==> src/source/battleship_pkg.sv <==
package battleship_pkg;

	////////////////////////////////////////
	// Board cells and coordinates
	////////////////////////////////////////

	// Committed cells use blank, ship, hit and miss only
	typedef enum logic [2:0] {
		CELL_BLANK   = 3'd0,
		CELL_SHIP    = 3'd1,
		CELL_ACTIVE  = 3'd2,
		CELL_OVERLAP = 3'd3,
		CELL_HIT     = 3'd4,
		CELL_MISS    = 3'd5
	} cell_t;

	typedef logic [3:0] coord_t;

	typedef enum logic {
		MODE_PLACE  = 1'b0,
		MODE_BATTLE = 1'b1
	} mode_t;

	typedef logic [2:0] ship_len_t;
	typedef logic [2:0] ship_cnt_t;

	// Anchor is the top or left end of the ship
	typedef struct packed {
		coord_t    row;
		coord_t    col;
		logic      vertical;
		ship_len_t len;
	} ship_pos_t;

	typedef struct packed {
		logic left;
		logic right;
		logic up;
		logic down;
	} move_cmd_t;

	////////////////////////////////////////
	// Fleet
	////////////////////////////////////////

	localparam int SHIPS_PER_PLAYER = 5;
	localparam int MAX_SHIP_LEN = 5;
	localparam int DEFAULT_BOARD_DIM = 10;

	// Index 0 is the first ship placed
	localparam ship_len_t [SHIPS_PER_PLAYER-1:0] SHIP_LENGTHS = {3'd2, 3'd3, 3'd3, 3'd4, 3'd5};

	// Board index of cell k along a ship
	function automatic int ship_cell_index(ship_pos_t pos, int k, int dim);
		int row;
		int col;
		row = int'(pos.row);
		col = int'(pos.col);
		if (pos.vertical)
			row = row + k;
		else
			col = col + k;
		return row * dim + col;
	endfunction

endpackage

==> src/source/ship_cursor.sv <==
`timescale 1ns/1ps

module ship_cursor #(
	parameter int BOARD_DIM = battleship_pkg::DEFAULT_BOARD_DIM
) (
	input  logic                      btnC,
	input  logic                      rst_n_i,
	input  battleship_pkg::move_cmd_t move_i,
	input  logic                      orient_i,
	input  logic                      commit_i,
	input  logic [2:0]                ship_idx_i,
	input  battleship_pkg::mode_t     mode_i,
	output battleship_pkg::ship_pos_t cursor_pos_o
);

	localparam logic [4:0] DIM = 5'(BOARD_DIM);

	battleship_pkg::ship_pos_t pos_q;
	logic [2:0]                next_idx;
	logic [4:0]                span_row;
	logic [4:0]                span_col;
	logic [4:0]                len_ext;
	logic                      placing;
	logic                      rotate;
	logic                      can_left;
	logic                      can_right;
	logic                      can_up;
	logic                      can_down;

	// Ship that follows a commit, wrapping to the next player's first
	assign next_idx = (int'(ship_idx_i) == battleship_pkg::SHIPS_PER_PLAYER - 1) ?
		3'd0 : ship_idx_i + 3'd1;

	assign len_ext = {2'b00, pos_q.len};
	assign span_row = pos_q.vertical ? len_ext : 5'd1;
	assign span_col = pos_q.vertical ? 5'd1 : len_ext;

	// Every cell must stay on the board after a move
	assign can_left = (pos_q.col != 4'd0);
	assign can_right = ({1'b0, pos_q.col} + span_col) < DIM;
	assign can_up = (pos_q.row != 4'd0);
	assign can_down = ({1'b0, pos_q.row} + span_row) < DIM;

	assign placing = (mode_i == battleship_pkg::MODE_PLACE);
	assign rotate = placing && (orient_i != pos_q.vertical);

	always_ff @(posedge btnC) begin
		if (!rst_n_i) begin
			pos_q.row <= 4'd0;
			pos_q.col <= 4'd0;
			pos_q.vertical <= orient_i;
			pos_q.len <= battleship_pkg::SHIP_LENGTHS[0];
		end else if (commit_i) begin
			// Respawn at the corner with the next length
			pos_q.row <= 4'd0;
			pos_q.col <= 4'd0;
			pos_q.vertical <= orient_i;
			pos_q.len <= battleship_pkg::SHIP_LENGTHS[next_idx];
		end else if (rotate) begin
			pos_q.vertical <= orient_i;
			// Pull the anchor back when the turned ship would overhang
			if (orient_i) begin
				if (({1'b0, pos_q.row} + len_ext) > DIM)
					pos_q.row <= battleship_pkg::coord_t'(DIM - len_ext);
			end else begin
				if (({1'b0, pos_q.col} + len_ext) > DIM)
					pos_q.col <= battleship_pkg::coord_t'(DIM - len_ext);
			end
		end else if (placing) begin
			if (move_i.left && can_left)
				pos_q.col <= pos_q.col - 4'd1;
			else if (move_i.right && can_right)
				pos_q.col <= pos_q.col + 4'd1;
			if (move_i.up && can_up)
				pos_q.row <= pos_q.row - 4'd1;
			else if (move_i.down && can_down)
				pos_q.row <= pos_q.row + 4'd1;
		end
	end

	assign cursor_pos_o = pos_q;

endmodule

==> config.mk <==
export PLATFORM = sky130hd
export DESIGN_NAME = ship_cursor
export DESIGN_NICKNAME = d
export VERILOG_FILES = /design/src/source/battleship_pkg.sv /design/src/source/ship_cursor.sv
export SDC_FILE = /design/constraint.sdc
export NUM_CORES = 1
export LEC_CHECK = 0
export BUFFER_PORTS_ARGS = -buffer_cell sky130_fd_sc_hd__buf_4
export CAP_MARGIN = 20
export CORE_MARGIN = 1
export CORE_UTILIZATION = 57
export DETAILED_ROUTE_END_ITERATION = 6
export MAX_ROUTING_LAYER = met4
export PLACE_DENSITY_LB_ADDON = 0.3
export SLEW_MARGIN = 10
export SYNTH_ARGS = -nofsm -noshare
export SYNTH_HDL_FRONTEND = slang
export SYNTH_SLANG_ARGS = --single-unit
==> constraint.sdc <==
create_clock -name btnC -period 2.67 [get_ports btnC]
set_input_delay 0.267 -clock btnC [delete_from_list [all_inputs] [get_ports btnC]]
set_output_delay 0.267 -clock btnC [all_outputs]
set_load 0.02 [all_outputs]
==> flow_summary_export.csv <==
group,metric,value,unit
die,ios,24,
drt,routedWlPerCell,15.70,um
clocking,cts_max_level,1,
die,start_util,59.80,%
pwr,peakVddDrop,0.0003132,V
logic_synthesis,yosysTopAreaCell,"dfxtp_1",
sta,fin_tns_setup,0,ps
worst_hold_path,hold_path.class,"in2reg",
drt,remaining_drc_errors,0,
layout,largest_register_ff_count,12,
layout,antennaDiodeCount,0,
grt,overflow,0,
grt,grtUsageTotal,30.36,%
critical_path,ff2ff_path_depth,8,
clocking,cts_buffer_depth,2,
critical_path,rrSetupSlack,90,ps
clocking,cts_hold_buf,0,
die,die_w,52.98,um
sta,final-setup-viol-count,0,
die,core_area,0.002477,sq mm
clocking,cts.sinks,12,
logic_synthesis,syn_inst,178,
logic_synthesis,synthTopCellsByCount,"23 x nand2_1, 17 x ha_1, 16 x inv_1",
logic_synthesis,ys_ff_latch,12,
die,die-area,0.002807,sq mm
drt,dr.first_iter.drc_count,47,
layout,final_nets,245,
grt,grt_pass1_vias,1399,
critical_path,cp_data_required_time,2830,ps
logic_synthesis,ys_async_sr_fraction,0,%
logic_synthesis,synth_area,0.001481,sq mm
layout,final_util,71.01,%
drt,vias_per_cell,6.100,
critical_path,critical_path_class,"reg2reg",
critical_path,cp_max_fo,6,
sta,skew,9.893,ps
placed_design,place_inst,235,
layout,drive_above_1_share,21.05,%
outcome,status,"completed",
clocking,clkLatencyLatePin,280,ps
logic_synthesis,yosys.area.top_type_share,14.86,%
sta,drv_slew,0,
grt,antenna_found_initial,0,
sta,min_period,2578,ps
logic_synthesis,ys_types,50,
critical_path,critical_path.slowest_cell,"fa_1",
critical_path,r2r-start,"cursor_pos_o[3]",
pwr,p_leak,0.0008679,uW
grt,grt_start_max_net_pins,12,
logic_synthesis,yosysSeqAreaShare,16.89,%
placed_design,numPortBuffers,23,
grt,grt_pass1_wl,6078,um
logic_synthesis,syn-num-nets,213,
critical_path,cp_num_buf_inv,1,
layout,fin_cells,239,
critical_path,worst_ep_arrival_time,2740,ps
die,fp.dieH,52.98,um
critical_path,reg2reg_to,"cursor_pos_o[5]",
sta,hold_viol_final,0,
critical_path,path_cells,"inv_1, nand2_1, fa_1, and3b_1, o41a_1, o211a_4, and4_4, a31o_1",
critical_path,endpoint_kind,"register",
logic_synthesis,synth_area_leaders,"dfxtp_1 15%, ha_1 14%, fa_1 8.1%",
critical_path,critPathLaunchType,"register",
placed_design,hpwl,3027,um
logic_synthesis,synth_area_per_cell,8.323,sq um
placed_design,gp_congestion,0.9613,
logic_synthesis,yosysWarnings,0,
drt,vias,1458,
clocking,post_cts_buffers,0,
critical_path,max_stage_delay,520,ps
logic_synthesis,synth.most_common_cell,"nand2_1",
critical_path,cp-startpoint,"cursor_pos_o[3]",
clocking,cts_tree,"done",
clocking,cts_root_buf,"clkbuf_4",
sta,fin_crit_sh,96.54,%
critical_path,crit_path_end,"cursor_pos_o[5]",
clocking,postCtsResizedCells,0,
die,placementRows,18,
drt,drt-total-wl,3752,um
layout,area_delta_synth_final,18.75,%
sta,fmax,0.3880,GHz
drt,drtAntennaViolNets,0,
flow_run,maxCapViolCount,0,
sta,tightest_slew,754.6,ps
sta,rsz0062_at_grt,"false",
critical_path,cp_top_family,"compound AO/OA/AOI/OAI gates",
logic_synthesis,synth_ff_type,"dfxtp_1",
clocking,cts_buffers,3,
clocking,path_clk_slew,80,ps
drt,firstDrtPassIters,4,
logic_synthesis,synth_edf_count,1,
sta,slew-limit-headroom,49.59,%
critical_path,crit_cells,8,
pwr,p_per_area,334.0,mW/mm^2
## routing by layer
metal  track usage, %  routed length [um]  up-vias
li1                 -                   -      709
met1            36.22                1656      703
met2            54.01                1929       38
met3            3.161                 121        8
met4            7.895                  46        0
met5                -                   0        -
## where the power goes
part           internal, uW  switching (uW)
Combinational           103             131
Clock                  82.8            63.2
Sequential              190            17.1
Total                   376             211
## area by class of cell
type                    instances  area [sq um]
clock buffers                   4         36.28
fillers                       207         718.2
inverters                      16         60.06
multi-input cells             147          1150
flip-flops and latches         12         250.2
well taps                      30         37.54
repair buffers                 30         225.2
## metrics by stage
stage	setup slack [ps]	instance area, sq um	total power (uW)	hold WS, ps
floorplan	30.35	1481	362.9	328.9
global placement	237.7	1723	429.0	461.5
detailed placement	136.4	1723	442.7	463.3
CTS	123.4	1759	587.2	176.9
global route	47.23	1759	624.2	190.8
finish	92.39	1759	587.5	181.3
## how the worst min path moves through the flow
stage	start	end	slack (ps)	depth (start not counted)
2_1_floorplan	rst_n_i	cursor_pos_o[0]	330	1
3_3_place_gp	rst_n_i	cursor_pos_o[0]	460	2
3_5_place_dp	rst_n_i	cursor_pos_o[0]	460	2
4_1_cts	rst_n_i	cursor_pos_o[0]	180	2
5_1_grt	rst_n_i	cursor_pos_o[0]	190	2
6_report	rst_n_i	cursor_pos_o[0]	180	2
## logic make-up after synthesis
logic type	synth area share, %
xor+xnor	5.828
mux	4.054
compound gates	23.99
simple gates	21.28
fa+ha+maj	22.47
flops	16.89
buf+inv	5.490
## cells in the final DEF, fill, tap and decap left out, drive strengths merged, types with 2 or more instances in the layout
master | netlist | layout
a211oi | 2 | 2
a21o | 7 | 7
a21oi | 12 | 12
buf | 3 | 30
clkbuf | 0 | 4
dfxtp | 11 | 11
fa | 6 | 6
ha | 17 | 17
inv | 16 | 16
mux2i | 6 | 6
nand2 | 24 | 24
nand2b | 3 | 3
nand3 | 3 | 3
nand4 | 2 | 2
nor2 | 10 | 10
nor2b | 5 | 5
nor3 | 2 | 2
nor3b | 4 | 4
o2111ai | 4 | 4
o211a | 2 | 2
o21ai | 8 | 8
o311ai | 2 | 2
or3 | 3 | 3
xnor2 | 3 | 3
xor2 | 6 | 6
Power figures use the tool's default switching activity.
