**src/source/battleship_pkg.sv**
```systemverilog
package battleship_pkg;

	////////////////////////////////////////
	// Board cells and coordinates
	////////////////////////////////////////

	// Committed cells use blank, ship, hit and miss only
	typedef enum logic [2:0] {
		CELL_BLANK   = 3'd0,
		CELL_SHIP    = 3'd1,
		CELL_ACTIVE  = 3'd2,
		CELL_OVERLAP = 3'd3,
		CELL_HIT     = 3'd4,
		CELL_MISS    = 3'd5
	} cell_t;

	typedef logic [3:0] coord_t;

	typedef enum logic {
		MODE_PLACE  = 1'b0,
		MODE_BATTLE = 1'b1
	} mode_t;

	typedef logic [2:0] ship_len_t;
	typedef logic [2:0] ship_cnt_t;

	// Anchor is the top or left end of the ship
	typedef struct packed {
		coord_t    row;
		coord_t    col;
		logic      vertical;
		ship_len_t len;
	} ship_pos_t;

	typedef struct packed {
		logic left;
		logic right;
		logic up;
		logic down;
	} move_cmd_t;

	////////////////////////////////////////
	// Fleet
	////////////////////////////////////////

	localparam int SHIPS_PER_PLAYER = 5;
	localparam int MAX_SHIP_LEN = 5;
	localparam int DEFAULT_BOARD_DIM = 10;

	// Index 0 is the first ship placed
	localparam ship_len_t [SHIPS_PER_PLAYER-1:0] SHIP_LENGTHS = {3'd2, 3'd3, 3'd3, 3'd4, 3'd5};

	// Board index of cell k along a ship
	function automatic int ship_cell_index(ship_pos_t pos, int k, int dim);
		int row;
		int col;
		row = int'(pos.row);
		col = int'(pos.col);
		if (pos.vertical)
			row = row + k;
		else
			col = col + k;
		return row * dim + col;
	endfunction

endpackage

```
**src/source/game_ctrl.sv**
```systemverilog
`timescale 1ns/1ps

module game_ctrl #(
	parameter int BOARD_DIM = battleship_pkg::DEFAULT_BOARD_DIM
) (
	input  logic                  btnC,
	input  logic                  rst_n_i,
	input  logic                  place_i,
	input  logic                  fire_i,
	input  logic [7:0]            target_i,
	input  logic                  overlap_i,
	output logic                  commit_o,
	output logic                  strike_o,
	output logic [2:0]            ship_idx_o,
	output logic                  turn_o,
	output battleship_pkg::mode_t mode_o
);

	battleship_pkg::mode_t mode_q;
	battleship_pkg::mode_t mode_d;
	logic [2:0]            ship_idx_q;
	logic [2:0]            ship_idx_d;
	logic                  turn_q;
	logic                  turn_d;
	logic                  target_on_board;
	logic                  last_ship;

	assign target_on_board = (int'(target_i[7:4]) < BOARD_DIM) &&
		(int'(target_i[3:0]) < BOARD_DIM);
	assign last_ship = (int'(ship_idx_q) == battleship_pkg::SHIPS_PER_PLAYER - 1);

	////////////////////////////////////////
	// Strobe acceptance
	////////////////////////////////////////

	// Fire only counts in battle and place only in placement
	assign commit_o = (mode_q == battleship_pkg::MODE_PLACE) && place_i && !overlap_i;
	assign strike_o = (mode_q == battleship_pkg::MODE_BATTLE) && fire_i && target_on_board;

	////////////////////////////////////////
	// Next state
	////////////////////////////////////////

	always_comb begin
		mode_d = mode_q;
		ship_idx_d = ship_idx_q;
		turn_d = turn_q;
		case (mode_q)
			battleship_pkg::MODE_PLACE: begin
				if (commit_o) begin
					if (last_ship) begin
						ship_idx_d = 3'd0;
						// Player 2 done, player 1 opens the battle
						if (turn_q) begin
							mode_d = battleship_pkg::MODE_BATTLE;
							turn_d = 1'b0;
						end else begin
							turn_d = 1'b1;
						end
					end else begin
						ship_idx_d = ship_idx_q + 3'd1;
					end
				end
			end
			battleship_pkg::MODE_BATTLE: begin
				if (strike_o)
					turn_d = ~turn_q;
			end
			default: mode_d = battleship_pkg::MODE_PLACE;
		endcase
	end

	always_ff @(posedge btnC) begin
		if (!rst_n_i) begin
			mode_q <= battleship_pkg::MODE_PLACE;
			ship_idx_q <= 3'd0;
			turn_q <= 1'b0;
		end else begin
			mode_q <= mode_d;
			ship_idx_q <= ship_idx_d;
			turn_q <= turn_d;
		end
	end

	assign ship_idx_o = ship_idx_q;
	assign turn_o = turn_q;
	assign mode_o = mode_q;

endmodule

```
**config.mk**
```make
export PLATFORM = sky130hd
export DESIGN_NAME = game_ctrl
export DESIGN_NICKNAME = d
export VERILOG_FILES = /design/src/source/battleship_pkg.sv /design/src/source/game_ctrl.sv
export SDC_FILE = /design/constraint.sdc
export NUM_CORES = 1
export LEC_CHECK = 0
export BUFFER_PORTS_ARGS = -buffer_cell sky130_fd_sc_hd__buf_2
export CAP_MARGIN = 20
export CORE_AREA = 2 2 39 41
export CTS_CLUSTER_SIZE = 28
export DETAILED_ROUTE_END_ITERATION = 16
export DIE_AREA = 0 0 41 43
export GPL_ROUTABILITY_DRIVEN = 0
export PLACE_DENSITY = 0.47
export SLEW_MARGIN = 40
export SYNTH_ARGS = -nofsm -noshare
export SYNTH_HDL_FRONTEND = slang
export SYNTH_SLANG_ARGS = --single-unit
```
**constraint.sdc**
```tcl
create_clock -name btnC -period 1.5 [get_ports btnC]
set_input_delay 0.075 -clock btnC [delete_from_list [all_inputs] [get_ports btnC]]
set_output_delay 0.075 -clock btnC [all_outputs]
set_load 0.1 [all_outputs]
```
==> results of run 1 <==
sequential cells by signal (all words and copies together) (netlist names):
signal	flops
turn_o	1
mode_o	1
ship_idx_o	3
metrics by stage:
| step | power (W) | TNS, ns |
|---|---|---|
| CTS | 0.000382 | 0 |
| finish | 0.000377 | 0 |
| detailed placement | 0.000222 | 0 |
| floorplan | 0.000194 | -1.46 |
| global route | 0.000401 | 0 |
| global placement | 0.000222 | 0 |
worst max path at each step:
stage                     depth (start not counted)             to  slack (ns)          start
after floorplan                                   3  ship_idx_o[2]       -0.38         mode_o
after global placement                            5         turn_o        0.22  ship_idx_o[0]
after detailed placement                          5         turn_o        0.24  ship_idx_o[0]
after CTS                                         3       strike_o        0.10         mode_o
after global routing                              3       strike_o        0.06         mode_o
final                                             3       strike_o        0.11         mode_o
routing by layer:
metal / vias to the layer above / wire length, um / track usage (%)
met5: - / 0 / 0
met2: 11 / 293 / 9.06
met4: 0 / 0 / 2.00
li1: 148 / - / -
met3: 0 / 64 / 6.28
met1: 126 / 258 / 9.12
worst max-delay path: stages (launching register included):
cell	delay [ns]
dfxtp_4	0.36
and2_1	0.13
and3_2	0.16
buf_2	0.41
layout make-up:
cell class	instances	share of cell area [%]
multi-input cells	23	41.7
inverters	2	1.67
flip-flops and latches	5	24.2
well taps	16	4.44
clock buffers	4	5.83
repair buffers	17	22.2
cell usage after synthesis:
| master | instances | area [um2] |
|---|---|---|
| dfxtp_1 | 5 | 100 |
| mux2i_1 | 3 | 30.0 |
| and2_1 | 2 | 12.5 |
| ha_1 | 2 | 25.0 |
| inv_1 | 2 | 7.51 |
| nor2b_1 | 2 | 12.5 |
| o21a_1 | 2 | 15.0 |
| a21boi_1 | 1 | 7.51 |
| a21oi_1 | 1 | 5.00 |
| a32oi_1 | 1 | 8.76 |
| and3_1 | 1 | 6.26 |
| and3b_1 | 1 | 8.76 |
| and4b_1 | 1 | 10.0 |
| nand2_1 | 1 | 3.75 |
| nand2b_1 | 1 | 6.26 |
| nor3b_4 | 1 | 18.8 |
| o21ai_0 | 1 | 5.00 |
| o21ai_1 | 1 | 5.00 |
| or2_2 | 1 | 6.26 |
logic make-up (layout without fill, tap and decap cells):
group | after synthesis | in the layout | synth area share, %
AO/OA/AOI/OAI | 7 | 7 | 15.7
adder cells (fa/ha/maj) | 2 | 2 | 8.51
buffers and inverters | 2 | 23 | 2.55
flip-flops | 5 | 5 | 34.0
multiplexers | 3 | 3 | 10.2
AND/OR/NAND/NOR | 11 | 11 | 28.9
power groups by stage:
stage / Clock, W / Sequential (W) / Combinational (W)
global route: 0.000176 / 0.000138 / 0.0000862
CTS: 0.000162 / 0.000138 / 0.0000821
floorplan: 0 / 0.000162 / 0.0000316
global placement: 0 / 0.000140 / 0.0000812
detailed placement: 0 / 0.000140 / 0.0000818
finish: 0.000158 / 0.000138 / 0.0000811
==> impl_metrics.py, run 1 <==
metrics = {
    "setup_path": {
        "path_class": "reg -> out",
        "crit_required_ns": 1.42,
        "end_kind": "output port",
        "reg2reg_setup_slack_ns": 0.22,
        "arrival_ns": 1.31,
        "critPathMaxFanout": 4,
        "r2r_start": "ship_idx_o[0]",
        "r2r_cells": 5,
        "startpoint_type": "flop",
        "reg2reg_to": "turn_o",
    },
    "cells_and_area": {
        "nets": 67,
        "fillers": 152,
        "seq_area_um2": 109,
        "multi_input_area_um2": 188,
        "final_cells": 67,
        "post-route-cell-area_um2": 450,
        "mostFrequentLayoutCells": "buf_2 (16), mux2i_1 (3), clkbuf_4 (3)",
        "drive_gt1_share_pct": 51.0,
        "syn2layout_area_growth_pct": 53.2,
        "final_core_util_pct": 32.5,
        "antenna_cells": 0,
        "final_common_cell": "buf_2",
    },
    "clock_tree": {
        "clock_path_buffers": 2,
        "h-tree-depth": 1,
        "cts_tree": "done",
        "cts_buffers": 3,
        "cts_sinks": 5,
        "clk_pin_slew_ns": 0.05,
        "cts-resized-gates": 0,
        "ctsHoldBuffers": 0,
        "insertion_delay_ns": 0.25,
        "cts_setup_buffers": 0,
        "root_buffer": "clkbuf_4",
    },
    "synth": {
        "ys_ff_latch": 5,
        "synth_area_um2": 294,
        "synth_warnings": 0,
        "yosysUniqueCellTypes": 19,
        "seq_area_frac_synth_pct": 34.0,
        "netlist_instances": 30,
        "syn-num-nets": 45,
        "postSynthAreaPerCell_um2": 9.80,
    },
    "power_and_ir_drop": {
        "p_comb_share_pct": 21.5,
        "power.leakage_nw": 0.225,
        "p_int_w": 0.000265,
        "vdd_drop_max_mv": 0.446,
        "power_frac_clock_pct": 41.9,
        "switchingPower_w": 0.000112,
        "switching_share_pct": 29.7,
        "pwr-share-seq_pct": 36.6,
        "p_per_area_nw_per_um2": 836,
    },
    "route": {
        "antenna_left": 0,
        "via_per_inst": 4.25,
        "firstDrtPassIters": 4,
        "drcViolationCount": 0,
        "initialDrtViolationCount": 2,
        "wl_per_cell_um": 9.19,
        "finalWirelength_um": 616,
        "vias": 285,
    },
    "placed_design": {
        "dp_slack_ns": 0.245,
        "hpwl_um": 502,
        "dpl_cell_area_um2": 424,
        "dp_cells": 63,
        "io_buffers": 17,
    },
    "global_route": {
        "overflow": 0,
        "grt_pass1_vias": 204,
        "grt_pass1_wl_um": 828,
        "antenna_found_initial": 0,
        "grt_max_degree": 7,
        "groute.usage.overall_pct": 7.26,
    },
    "floorplan": {
        "num_io_pins": 20,
        "die_h_um": 43,
        "fp.dieW_um": 41,
        "core_um2": 1380,
        "initial_core_util_pct": 21.2,
        "rows": 14,
        "die-area_um2": 1760,
    },
    "hold_path": {
        "hold_depth": 2,
        "hold_start": "rst_n_i",
        "hold_end": "mode_o",
        "hp-class": "in -> reg",
    },
    "timing": {
        "drv_slew": 0,
        "setup_viol": 0,
        "worstMarginPinSlew_ns": 0.487,
        "fin_ws_ns": 0.110,
        "slew_headroom_pct": 67.7,
        "fmax_ghz": 0.720,
        "whs_ns": 0.0991,
        "min_period_ns": 1.39,
        "min_period_over_period_pct": 92.6,
        "rsz0062_at_grt": "no",
        "hold_viol": 0,
        "finClkSkew_ns": 0.00631,
    },
    "job": {
        "maxCapViolCount": 0,
    },
    "status": {
        "status": "finished, final reports clean",
    },
}
No activity file was read; power rests on OpenSTA's default activity.
==> run 2, diff against run 1 <==
--- a/config.mk
+++ b/config.mk
@@ -12,7 +12,10 @@
 export DETAILED_ROUTE_END_ITERATION = 16
 export DIE_AREA = 0 0 41 43
 export GPL_ROUTABILITY_DRIVEN = 0
+export MAX_ROUTING_LAYER = met4
 export PLACE_DENSITY = 0.47
+export RECOVER_POWER = 25
+export REMOVE_ABC_BUFFERS = 1
 export SLEW_MARGIN = 40
 export SYNTH_ARGS = -nofsm -noshare
 export SYNTH_HDL_FRONTEND = slang
==> run 2 against run 1 <==
Power up 0.45%. Global-route usage is 0.89 points higher. Clock skew shrank 0.0012 ns. Largest cell class unchanged. Sequential power is essentially flat. Combinational power about the same. Clock-buffer cell count unchanged. Critical path depth is 2 higher. Fmax increased by 6.2%. Via count up 2.8%.
==> impl_metrics.py, run 2 (same netlist as run 1, synthesis figures left out) <==
metrics = {
    "timing": {
        "hold_viol": 0,
        "min_period_ns": 1.31,
        "drv_slew": 0,
        "rsz0062_at_grt": "no",
        "fin_ws_ns": 0.191,
        "finClkSkew_ns": 0.00513,
        "fmax_ghz": 0.764,
        "slew_headroom_pct": 64.0,
        "worstMarginPinSlew_ns": 0.542,
        "min_period_over_period_pct": 87.2,
        "setup_viol": 0,
    },
    "placed_design": {
        "io_buffers": 17,
        "hpwl_um": 487,
        "dp_slack_ns": 0.231,
    },
    "clock_tree": {
        "cts_sinks": 5,
        "clock_path_buffers": 2,
        "cts_setup_buffers": 0,
        "cts_tree": "done",
        "insertion_delay_ns": 0.24,
        "cts-resized-gates": 0,
        "ctsHoldBuffers": 0,
        "h-tree-depth": 1,
        "cts_buffers": 3,
        "root_buffer": "clkbuf_4",
        "clk_pin_slew_ns": 0.05,
    },
    "setup_path": {
        "r2r_cells": 5,
        "arrival_ns": 1.49,
        "path_class": "reg -> reg",
        "crit_required_ns": 1.69,
        "end_kind": "flop",
        "critPathMaxFanout": 5,
        "startpoint_type": "flop",
    },
    "status": {
        "status": "finished, final reports clean",
    },
    "route": {
        "drcViolationCount": 0,
        "finalWirelength_um": 645,
        "via_per_inst": 4.37,
        "antenna_left": 0,
        "firstDrtPassIters": 2,
        "initialDrtViolationCount": 1,
        "wl_per_cell_um": 9.63,
        "vias": 293,
    },
    "floorplan": {
        "die-area_um2": 1760,
        "initial_core_util_pct": 21.2,
        "num_io_pins": 20,
        "rows": 14,
        "core_um2": 1380,
        "fp.dieW_um": 41,
        "die_h_um": 43,
    },
    "cells_and_area": {
        "antenna_cells": 0,
        "multi_input_area_um2": 186,
        "nets": 67,
        "syn2layout_area_growth_pct": 54.9,
        "drive_gt1_share_pct": 43.1,
        "final_common_cell": "buf_2",
        "final_core_util_pct": 32.9,
        "mostFrequentLayoutCells": "buf_2 (12), dfxtp_1 (5), mux2i_1 (3), clkbuf_4 (3), clkbuf_2 (3)",
        "seq_area_um2": 100,
        "largest_reg_flops": 3,
        "fillers": 143,
    },
    "global_route": {
        "antenna_found_initial": 0,
        "grt_max_degree": 7,
        "overflow": 0,
        "groute.usage.overall_pct": 8.14,
        "grt_pass1_vias": 242,
        "grt_pass1_wl_um": 938,
    },
    "power_and_ir_drop": {
        "vdd_drop_max_mv": 0.464,
        "p_per_area_nw_per_um2": 831,
        "power.leakage_nw": 0.223,
    },
    "job": {
        "maxCapViolCount": 0,
    },
    "hold_path": {
        "hold_depth": 2,
        "hp-class": "in -> reg",
    },
}
run 2: cell types whose count changed in the layout (fill, tap and decap cells not counted):
cell and delta:
dfxtp_2 -1, buf_2 -4, dfxtp_4 -2, and3_1 +1, clkbuf_2 +3, and3_2 -1
buf_12 +1, dfxtp_1 +3
run 2: worst paths after layout:
path / start / to / slack (ns)
setup / recovery: ship_idx_o[0] / ship_idx_o[2] / 0.19
setup reg to reg: ship_idx_o[0] / ship_idx_o[2] / 0.19
hold / removal: rst_n_i / mode_o / 0.11
hold reg to reg: turn_o / turn_o / 0.49
run 2: critical path: stages (launching register included):
cell,delay (ns)
dfxtp_1,0.40
inv_1,0.06
ha_1,0.22
or2_2,0.29
a21boi_1,0.15
o21a_1,0.13
run 2: metrics by stage:
step | cells | total power (W) | TNS [ns] | hold WS [ns] | instance area, um2
after CTS | 67 | 0.000385 | 0 | 0.111 | 455
after detailed placement | 63 | 0.000223 | 0 | 0.369 | 429
after global routing | 67 | 0.000398 | 0 | 0.122 | 455
final | 67 | 0.000378 | 0 | 0.112 | 455
after global placement | 63 | 0.000224 | 0 | 0.371 | 429
after floorplan | 30 | 0.000195 | -4.13 | 0.192 | 294
run 2: per-layer routing:
layer / track usage, % / routed length (um) / vias up
li1: - / - / 148
met1: 8.41 / 288 / 125
met2: 12.8 / 264 / 20
met3: 6.28 / 92 / 0
met4: 0 / 0 / 0
met5: - / 0 / -
run 2: report_power, final:
group / internal, W / switching, W / leakage, nW / total (W)
clock network: 0.000101 / 0.0000567 / 0.0150 / 0.000157
logic: 0.0000292 / 0.0000518 / 0.168 / 0.0000810
registers: 0.000136 / 0.00000362 / 0.0405 / 0.000140
total: 0.000266 / 0.000112 / 0.223 / 0.000378
run 2: final cells by class:
| type | count | share of cell area [%] |
|---|---|---|
| clock buffer | 4 | 5.77 |
| inverter | 2 | 1.65 |
| multi-input combinational | 23 | 40.9 |
| sequential | 5 | 22.0 |
| tap | 16 | 4.40 |
| timing repair buffer | 17 | 25.3 |
